### src/verilog/scope_macros.svh
// ####################
// Scope capture constants: sizes, widths and register map
// ####################
`ifndef SCOPE_MACROS_SVH
`define SCOPE_MACROS_SVH

// Frame geometry
`define SCOPE_N_CHANNELS 4
`define SCOPE_CHANNEL_SAMPLES 16

// Stream and bus widths
`define SCOPE_DATA_WIDTH 32
`define SCOPE_DEST_WIDTH 8
`define SCOPE_DIV_WIDTH 16
`define SCOPE_REG_ADDR_WIDTH 4
`define SCOPE_INDEX_WIDTH ($clog2(`SCOPE_CHANNEL_SAMPLES))
`define SCOPE_CHANNEL_WIDTH ($clog2(`SCOPE_N_CHANNELS))

// Register addresses, selectors take one address per channel from the base
`define SCOPE_REG_CONTROL 0
`define SCOPE_REG_DIVIDER 1
`define SCOPE_REG_SELECTOR_BASE 2
`define SCOPE_REG_STATUS 6

// Field positions inside the control and status words
`define SCOPE_CTRL_DISABLE_BIT 0
`define SCOPE_CTRL_EXT_TB_BIT 24
`define SCOPE_STATUS_DONE_BIT 0
`define SCOPE_STATUS_INDEX_LSB 8

`endif
### src/verilog/scope_pkg.sv
// ####################
// Shared types of the scope capture block
// ####################
`include "scope_macros.svh"

package scope_pkg;

    // One word of the tagged input stream
    typedef logic [`SCOPE_DATA_WIDTH-1:0] stream_word_t;

    // Destination tag carried next to every stream word
    typedef logic [`SCOPE_DEST_WIDTH-1:0] dest_tag_t;

    // Held channel value as stored in the frame memory
    // The fresh flag tells whether the word arrived since the previous capture
    typedef struct packed {
        logic fresh;
        stream_word_t data;
    } sample_t;

    // Position of a sample inside one frame
    typedef logic [`SCOPE_INDEX_WIDTH-1:0] sample_index_t;

    // Register bus word
    typedef logic [31:0] reg_word_t;

    // Readout address of the frame memory, channel in the upper bits
    typedef struct packed {
        logic [`SCOPE_CHANNEL_WIDTH-1:0] channel;
        sample_index_t index;
    } buffer_addr_t;

endpackage

### src/verilog/scope_capture.sv
// ####################
// Scope capture top: control, timebase, channel samplers and frame buffer
// ####################
`timescale 1ns/1ps
`include "scope_macros.svh"

module scope_capture import scope_pkg::*; (
    input  logic clock,
    input  logic rst,
    input  logic in_valid,
    input  dest_tag_t in_dest,
    input  stream_word_t in_data,
    input  logic ext_tick,
    input  logic reg_write,
    input  logic reg_read,
    input  logic [`SCOPE_REG_ADDR_WIDTH-1:0] reg_addr,
    input  reg_word_t reg_wdata,
    output reg_word_t reg_rdata,
    input  buffer_addr_t buf_addr,
    output sample_t buf_data,
    output logic dma_done
);

    logic [`SCOPE_DIV_WIDTH-1:0] divider;
    logic external_timebase;
    dest_tag_t [`SCOPE_N_CHANNELS-1:0] selector;
    logic sample_tick;
    logic capture_strobe;
    sample_index_t write_index;
    sample_t [`SCOPE_N_CHANNELS-1:0] held_samples;

    // Register file and capture sequencing
    scope_control i_control (
        .clock(clock),
        .rst(rst),
        .reg_write(reg_write),
        .reg_read(reg_read),
        .reg_addr(reg_addr),
        .reg_wdata(reg_wdata),
        .sample_tick(sample_tick),
        .reg_rdata(reg_rdata),
        .divider(divider),
        .external_timebase(external_timebase),
        .selector(selector),
        .capture_strobe(capture_strobe),
        .write_index(write_index),
        .dma_done(dma_done)
    );

    scope_timebase i_timebase (
        .clock(clock),
        .rst(rst),
        .divider(divider),
        .external_timebase(external_timebase),
        .ext_tick(ext_tick),
        .sample_tick(sample_tick)
    );

    // Every sampler watches the same stream and picks its own tag
    for (genvar ch = 0; ch < `SCOPE_N_CHANNELS; ch++) begin : g_channel
        channel_sampler i_sampler (
            .clock(clock),
            .rst(rst),
            .selector(selector[ch]),
            .in_valid(in_valid),
            .in_dest(in_dest),
            .in_data(in_data),
            .capture_strobe(capture_strobe),
            .held(held_samples[ch])
        );
    end

    capture_buffer i_buffer (
        .clock(clock),
        .capture_strobe(capture_strobe),
        .write_index(write_index),
        .samples(held_samples),
        .buf_addr(buf_addr),
        .buf_data(buf_data)
    );

endmodule

### src/verilog/capture_buffer.sv
// ####################
// Capture buffer: frame memory of all channel snapshots with a read port
// ####################
`timescale 1ns/1ps
`include "scope_macros.svh"

module capture_buffer import scope_pkg::*; (
    input  logic clock,
    input  logic capture_strobe,
    input  sample_index_t write_index,
    input  sample_t [`SCOPE_N_CHANNELS-1:0] samples,
    input  buffer_addr_t buf_addr,
    output sample_t buf_data
);

    // One row per sample index, each row holding every channel side by side,
    // so a capture is a single row write
    sample_t [`SCOPE_N_CHANNELS-1:0] frame_mem [`SCOPE_CHANNEL_SAMPLES];

    // The whole snapshot goes in at the edge that closes the strobe cycle
    always_ff @(posedge clock) begin
        if (capture_strobe) begin
            frame_mem[write_index] <= samples;
        end
    end

    // Registered readout, independent of the write side
    // A read of the row being written in the same cycle returns the old contents
    always_ff @(posedge clock) begin
        buf_data <= frame_mem[buf_addr.index][buf_addr.channel];
    end

endmodule

### src/verilog/channel_sampler.sv
// ####################
// Channel sampler: keeps the latest stream word matching its tag selector
// ####################
`timescale 1ns/1ps

module channel_sampler import scope_pkg::*; (
    input  logic clock,
    input  logic rst,
    input  dest_tag_t selector,
    input  logic in_valid,
    input  dest_tag_t in_dest,
    input  stream_word_t in_data,
    input  logic capture_strobe,
    output sample_t held
);

    logic tag_match;

    // The stream never stalls, so every valid word is looked at exactly once
    assign tag_match = in_valid && (in_dest == selector);

    // A matching word is visible on held from the next cycle on
    // The buffer samples held at the end of the strobe cycle, so a word that
    // lands together with the strobe misses this capture and waits for the next
    always_ff @(posedge clock) begin
        if (rst) begin
            held <= '0;
        end else if (tag_match) begin
            held.data <= in_data;
            // New data wins over the strobe clearing the flag
            held.fresh <= 1'b1;
        end else if (capture_strobe) begin
            // The current value has been captured, later captures see it as stale
            held.fresh <= 1'b0;
        end
    end

endmodule

### src/verilog/scope_timebase.sv
// ####################
// Sample timebase: clock divider or external tick pass-through
// ####################
`timescale 1ns/1ps
`include "scope_macros.svh"

module scope_timebase (
    input  logic clock,
    input  logic rst,
    input  logic [`SCOPE_DIV_WIDTH-1:0] divider,
    input  logic external_timebase,
    input  logic ext_tick,
    output logic sample_tick
);

    logic [`SCOPE_DIV_WIDTH-1:0] count;
    logic mode_q;
    logic count_wrap;

    // Greater-or-equal so a divider lowered below the running count
    // wraps at once instead of running through the whole counter range
    assign count_wrap = (count >= divider);

    // Divider mode ticks once every divider+1 cycles, so a divider of zero
    // ticks on every cycle
    // External mode just registers the incoming tick
    always_ff @(posedge clock) begin
        if (rst) begin
            count <= '0;
            mode_q <= 1'b0;
            sample_tick <= 1'b0;
        end else begin
            mode_q <= external_timebase;
            if (external_timebase) begin
                // Counter parked at zero while the external tick is in use
                sample_tick <= ext_tick;
                count <= '0;
            end else if (external_timebase != mode_q) begin
                // First cycle back in divider mode restarts the count
                sample_tick <= 1'b0;
                count <= '0;
            end else begin
                sample_tick <= count_wrap;
                count <= count_wrap ? '0 : count + 1'b1;
            end
        end
    end

endmodule

### src/verilog/scope_control.sv
// ####################
// Scope control: register file, capture gating, frame index and dma_done
// ####################
`timescale 1ns/1ps
`include "scope_macros.svh"

module scope_control import scope_pkg::*; (
    input  logic clock,
    input  logic rst,
    input  logic reg_write,
    input  logic reg_read,
    input  logic [`SCOPE_REG_ADDR_WIDTH-1:0] reg_addr,
    input  reg_word_t reg_wdata,
    input  logic sample_tick,
    output reg_word_t reg_rdata,
    output logic [`SCOPE_DIV_WIDTH-1:0] divider,
    output logic external_timebase,
    output dest_tag_t [`SCOPE_N_CHANNELS-1:0] selector,
    output logic capture_strobe,
    output sample_index_t write_index,
    output logic dma_done
);

    localparam logic [`SCOPE_REG_ADDR_WIDTH-1:0] ADDR_CONTROL = `SCOPE_REG_CONTROL;
    localparam logic [`SCOPE_REG_ADDR_WIDTH-1:0] ADDR_DIVIDER = `SCOPE_REG_DIVIDER;
    localparam logic [`SCOPE_REG_ADDR_WIDTH-1:0] ADDR_SEL_BASE = `SCOPE_REG_SELECTOR_BASE;
    localparam logic [`SCOPE_REG_ADDR_WIDTH-1:0] ADDR_STATUS = `SCOPE_REG_STATUS;
    localparam sample_index_t LAST_INDEX = sample_index_t'(`SCOPE_CHANNEL_SAMPLES - 1);

    reg_word_t control_reg;
    reg_word_t status_word;
    reg_word_t read_word;
    logic disable_capture;
    logic frame_complete;
    logic control_write;
    logic last_sample;

    // Control word fields, the remaining bits are only stored for readback
    assign disable_capture = control_reg[`SCOPE_CTRL_DISABLE_BIT];
    assign external_timebase = control_reg[`SCOPE_CTRL_EXT_TB_BIT];

    assign control_write = reg_write && (reg_addr == ADDR_CONTROL);
    assign last_sample = capture_strobe && (write_index == LAST_INDEX);

    // Host writes to the control, divider and selector registers
    always_ff @(posedge clock) begin
        if (rst) begin
            control_reg <= '0;
            divider <= '0;
            selector <= '0;
        end else if (reg_write) begin
            if (reg_addr == ADDR_CONTROL) begin
                control_reg <= reg_wdata;
            end
            if (reg_addr == ADDR_DIVIDER) begin
                divider <= reg_wdata[`SCOPE_DIV_WIDTH-1:0];
            end
            // Each channel owns one address above the selector base
            for (int ch = 0; ch < `SCOPE_N_CHANNELS; ch++) begin
                if (reg_addr == ADDR_SEL_BASE + `SCOPE_REG_ADDR_WIDTH'(ch)) begin
                    selector[ch] <= reg_wdata[`SCOPE_DEST_WIDTH-1:0];
                end
            end
        end
    end

    // Status word: sticky frame flag in the low bit, current index above it
    always_comb begin
        status_word = '0;
        status_word[`SCOPE_STATUS_DONE_BIT] = frame_complete;
        status_word[`SCOPE_STATUS_INDEX_LSB +: `SCOPE_INDEX_WIDTH] = write_index;
    end

    // Readback mux, unmapped addresses return zero
    always_comb begin
        read_word = '0;
        case (reg_addr)
            ADDR_CONTROL: read_word = control_reg;
            ADDR_DIVIDER: read_word = reg_word_t'(divider);
            ADDR_STATUS: read_word = status_word;
            default: begin
                for (int ch = 0; ch < `SCOPE_N_CHANNELS; ch++) begin
                    if (reg_addr == ADDR_SEL_BASE + `SCOPE_REG_ADDR_WIDTH'(ch)) begin
                        read_word = reg_word_t'(selector[ch]);
                    end
                end
            end
        endcase
    end

    // Read data appears one cycle after the read request and then holds
    always_ff @(posedge clock) begin
        if (rst) begin
            reg_rdata <= '0;
        end else if (reg_read) begin
            reg_rdata <= read_word;
        end
    end

    // A tick becomes a capture strobe one cycle later unless capture is disabled
    // The strobe cycle writes the buffer at the current index, which then advances
    always_ff @(posedge clock) begin
        if (rst) begin
            capture_strobe <= 1'b0;
            write_index <= '0;
            dma_done <= 1'b0;
            frame_complete <= 1'b0;
        end else begin
            capture_strobe <= sample_tick && !disable_capture;
            dma_done <= last_sample;
            if (control_write) begin
                // Reprogramming the scope starts a new frame
                write_index <= '0;
                frame_complete <= 1'b0;
            end else if (capture_strobe) begin
                write_index <= last_sample ? '0 : write_index + 1'b1;
                if (last_sample) begin
                    frame_complete <= 1'b1;
                end
            end
        end
    end

endmodule

### config.mk
export PLATFORM = sky130hd
export DESIGN_NAME = scope_capture
export DESIGN_NICKNAME = d
export VERILOG_FILES = /design/src/verilog/scope_pkg.sv /design/src/verilog/scope_capture.sv /design/src/verilog/capture_buffer.sv /design/src/verilog/channel_sampler.sv /design/src/verilog/scope_timebase.sv /design/src/verilog/scope_control.sv
export VERILOG_INCLUDE_DIRS = /design/src /design/src/verilog
export SDC_FILE = /design/constraint.sdc
export NUM_CORES = 2
export LEC_CHECK = 0
export BUFFER_PORTS_ARGS = -buffer_cell sky130_fd_sc_hd__clkbuf_2
export CORE_AREA = 2 2 394 591
export DETAILED_ROUTE_END_ITERATION = 16
export DIE_AREA = 0 0 396 593
export PLACE_DENSITY = 0.64
export SETUP_SLACK_MARGIN = 0.5
export SYNTH_ARGS = -nofsm -noshare
export SYNTH_HDL_FRONTEND = slang
export SYNTH_SLANG_ARGS = --single-unit
export TNS_END_PERCENT = 10
### constraint.sdc
create_clock -name clock -period 8.9 [get_ports clock]
set_clock_uncertainty 0.2 [all_clocks]
set_input_delay 1.78 -clock clock [delete_from_list [all_inputs] [get_ports clock]]
set_output_delay 1.78 -clock clock [all_outputs]
set_load 0.01 [all_outputs]
Word-level counts from Yosys, hierarchy flattened:

Memories as Yosys holds them, arrays and structs flattened.
Cells that the tools add are included.

* input port bits: 88
* memories: 1
* memory bits (writable): 2112
* output and inout bits: 66
* logic and storage cells: 80
* flip-flop bits (word level): 302

* add/subtract/negate cells: 2
* $lt $le $gt $ge: 2
* eq/ne operators: 12
* mux-type cells: 17
* reduce and logical (&&, ||, !) cells: 22

Memory list
* i_buffer.frame_mem: words 16, width 132, read ports 1, clocked after memory_dff 0, write ports 1, line capture_buffer.sv:18 `` sample_t [`SCOPE_N_CHANNELS-1:0] frame_mem [`SCOPE_CHANNEL_SAMPLES]; ``

Operator list (count)
* $pmux 32 s3: 1
* $bmux 33 s2: 1
* $mux 33: 1
* $eq 8x8->1: 4
* $mux 8: 4
* $add 16x1->16 const B: 1
* $ge 16x16->1: 1
* $reduce_and 2->1: 7
* $eq 4x3->1 const B: 3
* $mux 1: 9
* $eq 4x2->1 const B: 2
* $reduce_bool 2->1: 4
* $logic_and 1x1->1: 7
* $add 4x1->4 const B: 1
* $eq 4x1->1 const B: 1
* $eq 4x4->1 const B: 1
* $logic_not 4->1: 1
* $mux 4: 1
* $reduce_or 4->1: 1
* $lt 2x3->1 const B: 1
* $reduce_or 2->1: 1
* $logic_not 1->1: 1
* $ne 1x1->1: 1

Logic depth before layout (Yosys ltp):

* depth in word-level cells: 6
* mapped depth: 10
* gate-level depth less buffers: 8

Modules after synthesis:

A second synthesis with hierarchy kept.

* cells, all modules: 4639
* area total of the unflattened synthesis: 93215.7 um^2

Modules (own cells, without submodules)
* capture_buffer: times used 1, cells an instance 3321, seq. area each 64081.5 um^2, area an instance 80792.5 um^2
* channel_sampler: times used 4, cells an instance 153, seq. area each 660.6 um^2, area an instance 1570.3 um^2
* scope_control: times used 1, cells an instance 573, seq. area each 2382.3 um^2, area an instance 5011.1 um^2
* scope_timebase: times used 1, cells an instance 133, seq. area each 360.3 um^2, area an instance 1131.1 um^2

Worst setup path before layout:

OpenSTA, ideal clock, no wires.

* kind: flip-flop to flip-flop
* start point: reg i_control.capture_strobe
* end point: mem i_buffer.frame_mem[10][0] in the netlist's numbering, enable pin
* data arrival time: 3.860 ns
* required time: 8.194 ns
* cell stages (with the launch flop): 4
* period minus slack after synthesis: 4.567 ns
* setup time: 0.506 ns
* slack: 4.333 ns
* buffers on the path: 0
* cells stage by stage: dfxtp_1 > inv_1 > nor3b_1 > and2_1

* word-level cells in the longest chain between the ends: 2

RTL lines
* from (decl): line scope_control.sv:19 `output logic capture_strobe,`
* from (signal assigned): line scope_control.sv:109 `capture_strobe <= sample_tick && !disable_capture;`
* $mux 1: line capture_buffer.sv:22 `if (capture_strobe) begin`
* $mux 1 (implied by the code): line capture_buffer.sv:23 `frame_mem[write_index] <= samples;`
* to (decl): line capture_buffer.sv:18

No other way between the ends.

Worst setup path in the final report:

* start point: in buf_addr[0] in the netlist's numbering
* end point: reg i_buffer.buf_data[23] (netlist name)

* word-level cells in the longest chain between the ends: 3

RTL lines
* from (decl): line scope_capture.sv:19 `input buffer_addr_t buf_addr,`
* $mem_v2 16x132
* $bmux 33 s2: line capture_buffer.sv:30 `buf_data <= frame_mem[buf_addr.index][buf_addr.channel];`
* $mux 33 (implied by the code): line capture_buffer.sv:30

No other way between the ends. The select of a mux whose other input is x is not followed.
A chain may end at the register's enable or synchronous reset.

==> flow_metrics.env <==
export IMPL_largest_reg_flops=2112
export IMPL_synth_enable_flop_cells=2112
export IMPL_viasPerCell=5.68
export IMPL_core_sq_mm=0.230
export IMPL_die_h_um=593
export IMPL_instances_no_fill=8032
export IMPL_synthFlopType="edfxtp_1"
export IMPL_fin_crit_sh_pct=48.2
export IMPL_ios=154
export IMPL_fin_ws_ns=4.61
export IMPL_yosys_area_top_type_share_pct=69.5
export IMPL_clk_pin_slew_ns=0.07
export IMPL_ys_types=52
export IMPL_fin_crit_ns=4.29
export IMPL_cts_tree="built"
export IMPL_post_cts_setup_buffers=0
export IMPL_clkPwrFrac_pct=41.6
export IMPL_ys_warn_count=0
export IMPL_critPathLaunchType="input pin"
export IMPL_wirelength_mm=230
export IMPL_worstSkewPairLatency_ns=0.85
export IMPL_grt_start_max_net_pins=141
export IMPL_layout_common_cells="2,112 x edfxtp_1, 519 x mux4_2, 302 x dfxtp_1, 232 x nand2_1, 225 x mux2i_1"
export IMPL_synthCells=4606
export IMPL_cts_sinks=2414
export IMPL_dieArea_sq_mm=0.235
export IMPL_worst_hold_startpoint="i_control.control_reg[26]"
export IMPL_antenna_left=0
export IMPL_finalHoldViolCount=0
export IMPL_grt_pass1_wl_mm=332
export IMPL_fin_setup_tns_ns=0
export IMPL_firstDrtPassIters=7
export IMPL_avgSynthCellArea_sq_um=19.8
export IMPL_async_reset_ff_share_pct=0
export IMPL_gp_congestion=0.778
export IMPL_status="finished, final reports clean"
export IMPL_crit_arrival_ns=4.86
export IMPL_grt_pass1_vias=46813
export IMPL_switching_power_mw=4.65
export IMPL_endpoint_kind="flop"
export IMPL_required_ns=9.47
export IMPL_start_util_pct=39.7
export IMPL_cts_root_buffer="clkbuf_16"
export IMPL_dp_slack_ns=3.63
export IMPL_reg_top3="i_buffer.frame_mem (2112), g_channel.i_sampler.held (132), i_buffer.buf_data (33)"
export IMPL_p_leak_nw=31.8
export IMPL_seq_power_share_pct=54.7
export IMPL_yosysTopAreaCell="edfxtp_1"
export IMPL_r2r_start="i_control.capture_strobe"
export IMPL_p_int_mw=17.8
export IMPL_numCtsBuffers=215
export IMPL_overflow=0
export IMPL_critPathKind="input pin to flop"
export IMPL_min_path_type="flop to flop"
export IMPL_drc=0
export IMPL_drv_cap=0
export IMPL_synth_area_leaders="edfxtp_1 69%, mux4_2 13%, dfxtp_1 6.6%"
export IMPL_grt_usage_pct=19.4
export IMPL_worstPathMaxFanout=69
export IMPL_swShare_pct=20.7
export IMPL_antenna_found_initial=20
export IMPL_worst_slew_pin_slew_ns=1.22
export IMPL_synth_area_sq_mm=0.0913
export IMPL_drt_iter0_drc=4286
export IMPL_top_register="i_buffer.frame_mem"
export IMPL_io_buffers=153
export IMPL_cts_resized=0
export IMPL_power_density_mw_per_mm2=219
export IMPL_startpoint="buf_addr[0]"
export IMPL_row_count=216
export IMPL_rsz0062_at_grt="no"
export IMPL_die_x_um=396
export IMPL_cts_hold_buf=0
export IMPL_routedWlPerCell_um=28.7
export IMPL_cts_path_max_buffers=4
export IMPL_layout_commonest_cell="edfxtp_1"
export IMPL_ys_seq_elements=2414
export IMPL_final_nets=4911
export IMPL_num_vias=45620
export IMPL_max_slew_margin_rel_pct=18.3
export IMPL_dp_hpwl_mm=120
export IMPL_yosysSeqAreaShare_pct=76.1
export IMPL_htreeDepth=4
export IMPL_area_delta_synth_final_pct=12.5
export IMPL_finalSetupViolCount=0
export IMPL_dp_cells=7637
export IMPL_fmax_mhz=233
export IMPL_finalMaxSlewViolations=0
export IMPL_synth_fp_nets=4715
export IMPL_p_comb_share_pct=3.7
export IMPL_vdd_ir_drop_max_mv=0.186
export IMPL_drive_gt1_share_pct=22.8
[final cells by class]
class | count | area [sq um]
Clock buffer | 300 | 6170
Sequential cell | 2414 | 69500
Inverter | 24 | 97.6
Timing Repair Buffer | 238 | 1640
Clock inverter | 92 | 875
Multi-Input combinational cell | 1909 | 20600
Fill cell | 19280 | 127000
Antenna cell | 3 | 7.51
Tap cell | 3052 | 3820
[power by group through the flow]
stage / Combinational, mW / Sequential [mW] / Clock, mW
after CTS: 0.858 / 12.3 / 9.48
final: 0.841 / 12.3 / 9.34
after global placement: 0.851 / 12.5 / 0
after global routing: 0.894 / 12.3 / 9.86
after detailed placement: 0.857 / 12.5 / 0
after floorplan: 0.520 / 12.5 / 0
[metrics by stage]
step	area, sq um	power, mW	utilization [%]	hold slack, ns
detailed placement	95700	13.4	41.6	0.248
CTS	103000	22.6	44.7	0.256
global route	103000	23.0	44.7	0.268
floorplan	91300	13.0	-	0.217
finish	103000	22.5	44.7	0.256
global placement	95700	13.4	41.6	0.241
[per-layer routing]
| metal | GRT usage [%] | vias up | wire length, um |
|---|---|---|---|
| met5 | 0 | - | 153 |
| met4 | 5.03 | 26 | 5980 |
| met3 | 3.46 | 373 | 16500 |
| met2 | 33.6 | 1634 | 117000 |
| met1 | 25.1 | 24464 | 90200 |
| li1 | - | 19123 | - |
[worst max-delay path, cell delays in order]
cell and delay [ns]:
buf_8 0.65, buf_4 0.83, mux4_2 0.37, o221ai_1 0.12, a21oi_1 0.63, a21oi_1 0.08
a221oi_1 0.25
[synthesized netlist by cell type, types with 19 or more instances]
library cell,n
ha_1,21
buf_4,25
a221oi_1,43
a21oi_1,174
edfxtp_1,2112
nand2_1,233
dfxtp_1,302
mux4_2,519
a22oi_1,53
clkbuf_1,144
mux2i_1,225
and2_1,20
o21ai_0,39
a22o_1,20
o22ai_1,42
buf_1,20
nor2_1,210
xor2_1,26
xnor2_1,21
buf_2,64
a211oi_1,19
o221ai_1,39
nand3_1,42
nor2b_1,28
inv_1,23
nor3_1,19
and3_1,21
[path summary, 6_finish.rpt]
path,endpoint,cells after the start,slack [ns]
setup reg to reg,i_buffer.frame_mem[3][29],5,4.76
hold reg to reg,i_control.control_reg[26],2,0.26
hold / removal,i_control.control_reg[26],2,0.26
setup / recovery,i_buffer.buf_data[23],7,4.61
[cell families (layout without fill, tap and decap cells)]
kind of cell	Yosys count	after routing	share of synthesized area [%]
other	0	3	0
adders and majority gates	21	21	0.288
xor gates and xnor gates	47	47	0.451
buffers and inverters	283	654	1.40
DFF	2414	2414	76.1
muxes	759	759	15.5
AOI/OAI and AO/OA	458	458	3.30
and+or+nand+nor	624	624	3.01
(Power assumes the default switching activity.)
